## src/common/emu_pkg.sv

```systemverilog
`default_nettype none

package emu_pkg;

    // time step and half period width, in ticks
    localparam int dt_width = 24;
    typedef logic [dt_width-1:0] dt_t;

    // readback widths
    localparam int time_width = 32;
    localparam int edge_cnt_width = 16;

    // both half periods start here after reset
    localparam dt_t reset_half_period = dt_t'(4);

    // high and low half periods of one oscillator
    typedef struct packed {
        dt_t t_hi;
        dt_t t_lo;
    } osc_cfg_t;

    // axi4-lite, master side
    typedef struct packed {
        logic        awvalid;
        logic [7:0]  awaddr;
        logic        wvalid;
        logic [31:0] wdata;
        logic [3:0]  wstrb;
        logic        bready;
        logic        arvalid;
        logic [7:0]  araddr;
        logic        rready;
    } axil_req_t;

    // axi4-lite, slave side
    typedef struct packed {
        logic        awready;
        logic        wready;
        logic        bvalid;
        logic [1:0]  bresp;
        logic        arready;
        logic        rvalid;
        logic [31:0] rdata;
        logic [1:0]  rresp;
    } axil_rsp_t;

    typedef enum logic [1:0] {
        axil_idle,
        axil_wresp,
        axil_rdata
    } axil_state_e;

    // register map
    localparam logic [7:0] reg_ctrl = 8'h00;
    localparam logic [7:0] reg_time = 8'h04;
    localparam logic [7:0] reg_osc_base = 8'h10;
    localparam logic [7:0] reg_edge_base = 8'h40;

endpackage

`default_nettype wire

```

## src/hw/axil_cfg_regs.sv

```systemverilog
`timescale 1ns/1ns
`default_nettype none

module axil_cfg_regs #(
    parameter int num_osc = 2
) (
    input  wire logic                                            __emu_clk,
    input  wire logic                                            __emu_rst,
    input  wire emu_pkg::axil_req_t                              axil_req,
    output emu_pkg::axil_rsp_t                                   axil_rsp,
    output logic                                                 run,
    output emu_pkg::osc_cfg_t [num_osc-1:0]                      osc_cfg,
    input  wire logic [emu_pkg::time_width-1:0]                  emu_time,
    input  wire logic [num_osc-1:0][emu_pkg::edge_cnt_width-1:0] edge_cnt
);

    emu_pkg::axil_state_e state;
    logic                 write_go;
    logic                 read_go;
    logic [31:0]          rd_mux;
    logic [31:0]          rdata_q;

    // byte-merge a half period write, zero is stored as 1
    function automatic emu_pkg::dt_t merge_half(
        input emu_pkg::dt_t old_val,
        input logic [31:0]  data,
        input logic [3:0]   strb
    );
        logic [31:0] merged;
        merged = 32'(old_val);
        for (int b = 0; b < 4; b++) begin
            if (strb[b]) begin
                merged[8*b +: 8] = data[8*b +: 8];
            end
        end
        if (merged[emu_pkg::dt_width-1:0] == '0) begin
            merged = 32'd1;
        end
        return merged[emu_pkg::dt_width-1:0];
    endfunction

    // write wins when both channels are offered in idle
    assign write_go = (state == emu_pkg::axil_idle) && axil_req.awvalid && axil_req.wvalid;
    // any started write holds off the read
    assign read_go  = (state == emu_pkg::axil_idle) && axil_req.arvalid
                      && !axil_req.awvalid && !axil_req.wvalid;

    always_ff @(posedge __emu_clk) begin
        if (__emu_rst) begin
            state <= emu_pkg::axil_idle;
        end else begin
            case (state)
                emu_pkg::axil_idle: begin
                    if (write_go) begin
                        state <= emu_pkg::axil_wresp;
                    end else if (read_go) begin
                        state <= emu_pkg::axil_rdata;
                    end
                end
                emu_pkg::axil_wresp: begin
                    if (axil_req.bready) begin
                        state <= emu_pkg::axil_idle;
                    end
                end
                emu_pkg::axil_rdata: begin
                    if (axil_req.rready) begin
                        state <= emu_pkg::axil_idle;
                    end
                end
                default: begin
                    state <= emu_pkg::axil_idle;
                end
            endcase
        end
    end

    // register writes land on the handshake edge
    always_ff @(posedge __emu_clk) begin
        if (__emu_rst) begin
            run <= 1'b0;
            for (int i = 0; i < num_osc; i++) begin
                osc_cfg[i].t_hi <= emu_pkg::reset_half_period;
                osc_cfg[i].t_lo <= emu_pkg::reset_half_period;
            end
        end else if (write_go) begin
            if (axil_req.awaddr == emu_pkg::reg_ctrl && axil_req.wstrb[0]) begin
                run <= axil_req.wdata[0];
            end
            for (int i = 0; i < num_osc; i++) begin
                if (axil_req.awaddr == 8'(emu_pkg::reg_osc_base + 8 * i)) begin
                    osc_cfg[i].t_hi <= merge_half(osc_cfg[i].t_hi, axil_req.wdata,
                                                  axil_req.wstrb);
                end
                if (axil_req.awaddr == 8'(emu_pkg::reg_osc_base + 8 * i + 4)) begin
                    osc_cfg[i].t_lo <= merge_half(osc_cfg[i].t_lo, axil_req.wdata,
                                                  axil_req.wstrb);
                end
            end
        end
    end

    // read decode, unmapped addresses give 0
    always_comb begin
        rd_mux = '0;
        if (axil_req.araddr == emu_pkg::reg_ctrl) begin
            rd_mux = 32'(run);
        end
        if (axil_req.araddr == emu_pkg::reg_time) begin
            rd_mux = 32'(emu_time);
        end
        for (int i = 0; i < num_osc; i++) begin
            if (axil_req.araddr == 8'(emu_pkg::reg_osc_base + 8 * i)) begin
                rd_mux = 32'(osc_cfg[i].t_hi);
            end
            if (axil_req.araddr == 8'(emu_pkg::reg_osc_base + 8 * i + 4)) begin
                rd_mux = 32'(osc_cfg[i].t_lo);
            end
            if (axil_req.araddr == 8'(emu_pkg::reg_edge_base + 4 * i)) begin
                rd_mux = 32'(edge_cnt[i]);
            end
        end
    end

    // status values are captured with arready
    always_ff @(posedge __emu_clk) begin
        if (read_go) begin
            rdata_q <= rd_mux;
        end
    end

    always_comb begin
        axil_rsp         = '0;
        axil_rsp.awready = write_go;
        axil_rsp.wready  = write_go;
        axil_rsp.bvalid  = (state == emu_pkg::axil_wresp);
        axil_rsp.arready = read_go;
        axil_rsp.rvalid  = (state == emu_pkg::axil_rdata);
        axil_rsp.rdata   = rdata_q;
        // responses are always okay
        axil_rsp.bresp   = 2'b00;
        axil_rsp.rresp   = 2'b00;
    end

endmodule

`default_nettype wire

```

## src/hw/osc/osc_model.sv

```systemverilog
`timescale 1ns/1ns
`default_nettype none

module osc_model (
    input  wire logic              __emu_clk,
    input  wire logic              __emu_rst,
    input  wire emu_pkg::osc_cfg_t cfg,
    input  wire emu_pkg::dt_t      emu_dt,
    output emu_pkg::dt_t           dt_req,
    output logic                   clk_val
);

    logic         step_on;
    logic         step_hit;
    emu_pkg::dt_t next_half;

    // a zero step means the emulator is stalled
    assign step_on  = (emu_dt != '0);

    // granted step reaches our next edge
    assign step_hit = step_on && (emu_dt == dt_req);

    // half period of the level we toggle into
    // going high loads t_hi, going low loads t_lo
    assign next_half = clk_val ? cfg.t_lo : cfg.t_hi;

    // dt_req holds the time left until the next toggle
    always_ff @(posedge __emu_clk) begin
        if (__emu_rst) begin
            dt_req  <= emu_pkg::reset_half_period;
            clk_val <= 1'b0;
        end else if (step_hit) begin
            clk_val <= ~clk_val;
            dt_req  <= next_half;
        end else if (step_on) begin
            // emu_dt is the global minimum so this cannot underflow
            dt_req  <= dt_req - emu_dt;
        end
    end

endmodule

`default_nettype wire

```

## src/hw/dt_min_select.sv

```systemverilog
`timescale 1ns/1ns
`default_nettype none

module dt_min_select #(
    parameter int num_osc = 2
) (
    input  wire emu_pkg::dt_t [num_osc-1:0] dt_req,
    input  wire logic                       run,
    output emu_pkg::dt_t                    emu_dt
);

    emu_pkg::dt_t min_req;

    // smallest outstanding request sets the common step
    always_comb begin
        min_req = dt_req[0];
        for (int i = 1; i < num_osc; i++) begin
            if (dt_req[i] < min_req) begin
                min_req = dt_req[i];
            end
        end
    end

    // stopped emulator steps by zero
    // oscillators then hold their state
    assign emu_dt = run ? min_req : '0;

endmodule

`default_nettype wire

```

## src/hw/emu_status.sv

```systemverilog
`timescale 1ns/1ns
`default_nettype none

module emu_status #(
    parameter int num_osc = 2
) (
    input  wire logic                                       __emu_clk,
    input  wire logic                                       __emu_rst,
    input  wire emu_pkg::dt_t                               emu_dt,
    input  wire logic [num_osc-1:0]                         clk_val,
    output logic [emu_pkg::time_width-1:0]                  emu_time,
    output logic [num_osc-1:0][emu_pkg::edge_cnt_width-1:0] edge_cnt
);

    logic [num_osc-1:0] clk_prev;
    logic [num_osc-1:0] rise;

    // level now high, was low one edge ago
    assign rise = clk_val & ~clk_prev;

    // emulated time, wraps at 32 bits
    always_ff @(posedge __emu_clk) begin
        if (__emu_rst) begin
            emu_time <= '0;
        end else begin
            emu_time <= emu_time + emu_pkg::time_width'(emu_dt);
        end
    end

    // per oscillator rising edge counters
    always_ff @(posedge __emu_clk) begin
        if (__emu_rst) begin
            clk_prev <= '0;
            edge_cnt <= '0;
        end else begin
            clk_prev <= clk_val;
            for (int i = 0; i < num_osc; i++) begin
                if (rise[i]) begin
                    edge_cnt[i] <= edge_cnt[i] + 1'b1;
                end
            end
        end
    end

endmodule

`default_nettype wire

```

## src/hw/emu_timing_top.sv

```systemverilog
`timescale 1ns/1ns
`default_nettype none

module emu_timing_top #(
    parameter int num_osc = 2
) (
    input  wire logic               __emu_clk,
    input  wire logic               __emu_rst,
    input  wire emu_pkg::axil_req_t axil_req,
    output emu_pkg::axil_rsp_t      axil_rsp,
    output logic [num_osc-1:0]      clk_out
);

    logic                                            run;
    emu_pkg::osc_cfg_t [num_osc-1:0]                 osc_cfg;
    emu_pkg::dt_t [num_osc-1:0]                      dt_req;
    emu_pkg::dt_t                                    emu_dt;
    logic [num_osc-1:0]                              clk_val;
    logic [emu_pkg::time_width-1:0]                  emu_time;
    logic [num_osc-1:0][emu_pkg::edge_cnt_width-1:0] edge_cnt;

    // bus side, config and status readback
    axil_cfg_regs #(
        .num_osc (num_osc)
    ) regs_i (
        .__emu_clk (__emu_clk),
        .__emu_rst (__emu_rst),
        .axil_req  (axil_req),
        .axil_rsp  (axil_rsp),
        .run       (run),
        .osc_cfg   (osc_cfg),
        .emu_time  (emu_time),
        .edge_cnt  (edge_cnt)
    );

    // one emulated oscillator per output
    for (genvar i = 0; i < num_osc; i++) begin : g_osc
        osc_model osc_i (
            .__emu_clk (__emu_clk),
            .__emu_rst (__emu_rst),
            .cfg       (osc_cfg[i]),
            .emu_dt    (emu_dt),
            .dt_req    (dt_req[i]),
            .clk_val   (clk_val[i])
        );
    end

    dt_min_select #(
        .num_osc (num_osc)
    ) min_sel_i (
        .dt_req (dt_req),
        .run    (run),
        .emu_dt (emu_dt)
    );

    emu_status #(
        .num_osc (num_osc)
    ) status_i (
        .__emu_clk (__emu_clk),
        .__emu_rst (__emu_rst),
        .emu_dt    (emu_dt),
        .clk_val   (clk_val),
        .emu_time  (emu_time),
        .edge_cnt  (edge_cnt)
    );

    // emulated clocks straight from the oscillator flops
    assign clk_out = clk_val;

endmodule

`default_nettype wire

```

## config.mk

```make
export PLATFORM = sky130hd
export DESIGN_NAME = emu_timing_top
export DESIGN_NICKNAME = d
export VERILOG_FILES = /design/src/common/emu_pkg.sv /design/src/hw/axil_cfg_regs.sv /design/src/hw/osc/osc_model.sv /design/src/hw/dt_min_select.sv /design/src/hw/emu_status.sv /design/src/hw/emu_timing_top.sv
export SDC_FILE = /design/constraint.sdc
export NUM_CORES = 1
export LEC_CHECK = 0
export BUFFER_PORTS_ARGS = -buffer_cell sky130_fd_sc_hd__buf_2
export CAP_MARGIN = 20
export CORE_ASPECT_RATIO = 0.6
export CORE_MARGIN = 5
export CORE_UTILIZATION = 40
export DETAILED_ROUTE_END_ITERATION = 10
export GPL_TIMING_DRIVEN = 0
export PLACE_DENSITY = 0.64
export SYNTH_ARGS = -nofsm -noshare
export SYNTH_HDL_FRONTEND = slang
export SYNTH_HIERARCHICAL = 1
export SYNTH_SLANG_ARGS = --single-unit
```

## constraint.sdc

```tcl
create_clock -name __emu_clk -period 10.1 [get_ports __emu_clk]
set_input_delay 2.02 -clock __emu_clk [delete_from_list [all_inputs] [get_ports __emu_clk]]
set_output_delay 2.02 -clock __emu_clk [all_outputs]
set_load 0.05 [all_outputs]
```

==> out/results.txt <==
Syn-to-layout area delta - 12.2%
Crit path max fanout - 10
Top FF cell, synth - dfxtp_1
Top-area cell type share of the netlist area - 24.9%
Unrepaired setup endpoints after global routing - no
Clk_skew - 0.0233 ns
# IOs - 102
Filler cell count - 4252
Die height - 171 um
Setup Fix Bufs, Post-CTS - 0
Vias in the first global route - 15900
Share of layout cells above drive strength 1 - 12.2%
Syn Std Cell Area - 17300 um2
DIE AREA - 47600 um2
Total power - 2.10 mW
Clock sink count - 247
Final-report hold violation count - 0
Worst endpoint required time - 10.51 ns
Arrival time of the worst setup path - 6.33 ns
Finish-stage setup viols - 0
Total length of routed wires - 72300 um
Clk pin slew, worst setup/hold paths - 0.07 ns
Drt drc - 0
Slew @ Worst Pin - 1.27 ns
Post-Synthesis Cells - 2137
Multi-input logic area - 11000 um2
Number of cell rows - 59
Htree depth - 1
GRT Total Usage - 28.8%
Register bit total from synthesis - 247
Cts hold-fix bufs - 0
Crit path time final - 5.91 ns
Syn_area_per_cell - 8.09 um2
Total core area - 43000 um2
Largest net degree at the start of global routing - 15
FF+latch area - 5270 um2
Register-to-register setup slack - 4.19 ns
Max transition margin - 12.6%
Synth area leaders - dfxtp_1 (25%), mux2i_1 (7.4%), ha_1 (6.9%)
Post-route ant nets - 0
Pins over their slew limit - 0
Starting density of the core - 40.2%
Global placement routability congestion - 1.03
Synth warn - 6
Count of cell types in the netlist - 100
Post-synth top area cell - dfxtp_1
CP startpoint - g_osc[0].osc_i/dt_req[7]
Number of port buffers - 85
EDFF count, synth - 32
# nets final - 2422
Antenna violations before repair - 4
Diode count - 0
Placed insts - 2813
DR vias - 17800
Hold path startpoint - regs_i/osc_cfg[58]
Register area share after synthesis - 30.4%
Post-Layout Cell Count - 2863
Number of max-cap violations - 0
CTS Buf Count - 26
Post-route clock period utilization - 58.6%
Drt first pass iters - 6
HP Class - reg -> reg
Cts repair resizes - 0
Wire per inst - 25.3 um
Static Leak - 7.53 nW
Hpwl dp - 57400 um
WHS - 0.519 ns
Startpoint class of the critical path - flip-flop
Root Buffer Master - clkbuf_16
Cell Pwr Density - 108 nW/um2
CP endpoint kind - flip-flop
Setup TNS - 0 ns
Die width - 278 um
Vias/cell - 6.21
Max Freq - 0.169 GHz
Outcome - finished clean
Maximum vdd drop - 0.000115 V
Most frequent cells in the layout - nand2_1 (230), nor2_1 (225), dfxtp_1 (215)
Asr flop ratio synth - 0%
Commonest non-fill, non-tap cell in the layout - nand2_1
First-pass GRT wire length - 104000 um
Total grt overflow - 0
Kind of critical path - reg -> reg
Worst r2r src - g_osc[0].osc_i/dt_req[7]
Clk_lat worst skew - 0.57 ns
CTS max path bufs - 3
Iter 0 DRT Violations - 2971
CTS tree - built
[kinds of logic after synthesis]
logic type,after synthesis,share of synthesized area (%)
compound gates,518,19.4
xor+xnor,69,3.49
fa+ha+maj,98,7.22
buf+inv,226,5.84
flops,247,30.4
mux,157,9.47
other cells,1,0.0217
simple gates,821,24.1
[stage by stage]
stage	setup WS [ns]	area [um2]	utilization (%)
final	4.19	19400	45.1
after global routing	4.11	19400	45.1
after CTS	4.35	19400	45.0
after detailed placement	4.41	18500	43.1
after global placement	1.42	18500	42.9
after floorplan	3.17	17300	-
[power breakdown]
group          switching, mW  total [mW]  internal (mW)
clock                  0.436       0.966          0.529
combinational         0.0965       0.132         0.0359
sequential           0.00504        1.00          0.998
total                  0.538        2.10           1.56
[final timing paths]
path,to,cells after the start
worst max-delay path,g_osc[1].osc_i/dt_req[17],18
worst min-delay path,regs_i/osc_cfg[58],2
worst max register to register,g_osc[1].osc_i/dt_req[17],18
worst min register to register,regs_i/osc_cfg[58],2
[registers in the layout, indices dropped and copies added (netlist names)]
register             cells
regs_i/run               1
regs_i/rdata_q          32
g_osc.osc_i/clk_val      2
status_i/clk_prev        2
regs_i/osc_cfg          96
status_i/emu_time       32
status_i/edge_cnt       32
regs_i/state             2
g_osc.osc_i/dt_req      48
[synth_stat cells (5+ instances only)]
library cell / count
clkbuf_1: 66
buf_4: 8
and2_1: 21
nor2_1: 225
a211o_1: 8
a31oi_1: 5
nand2b_1: 10
nand3_1: 39
a21o_1: 8
dfxtp_1: 215
mux2i_1: 128
o31ai_1: 7
edfxtp_1: 32
xor2_1: 34
or3_1: 33
and4_1: 8
a21boi_0: 7
mux2_2: 24
o211ai_1: 24
nand4_1: 36
o211a_1: 11
o21ai_1: 6
nor3_1: 70
nor2b_1: 34
nand3_4: 5
buf_2: 25
xnor2_1: 35
a21oi_1: 190
nor3b_1: 12
o22ai_1: 37
ha_1: 95
inv_1: 105
nand2_1: 230
a211oi_1: 26
a31o_2: 6
and3_1: 18
buf_6: 7
o21ai_0: 83
o21a_1: 14
o21bai_1: 6
o221ai_1: 9
nor4_1: 31
buf_1: 8
[worst max-delay path: stages (launching register included)]
cell       delay (ns)
dfxtp_1          0.50
inv_1            0.09
ha_1             0.33
a21oi_1          0.15
a21oi_1          0.08
a2111oi_0        0.54
o41ai_1          0.19
a21oi_4          0.38
buf_12           0.20
mux2i_1          0.89
inv_1            0.10
ha_1             0.48
and4_1           0.27
and2_2           0.18
nor2b_1          0.18
nand3_1          0.25
buf_2            0.30
a211oi_1         0.50
o32ai_1          0.14
[routing by layer]
| metal | track usage (%) | vias up | wire length, um |
|---|---|---|---|
| met1 | 44.1 | 8503 | 33000 |
| met2 | 34.9 | 1173 | 25300 |
| met4 | 5.39 | 6 | 1470 |
| li1 | - | 7986 | - |
| met3 | 14.8 | 102 | 12500 |
| met5 | 0 | - | 34 |
[cell type report]
| type | count | share of cell area (%) |
|---|---|---|
| plain buffers | 121 | 3.17 |
| clock buffers | 39 | 3.97 |
| repair buffers | 97 | 2.72 |
| flip-flops and latches | 247 | 27.1 |
| multi-input cells | 1667 | 56.9 |
| clock inverters | 8 | 0.342 |
| inverters | 105 | 2.03 |
| well taps | 579 | 3.73 |
(Power assumes the default switching activity.)
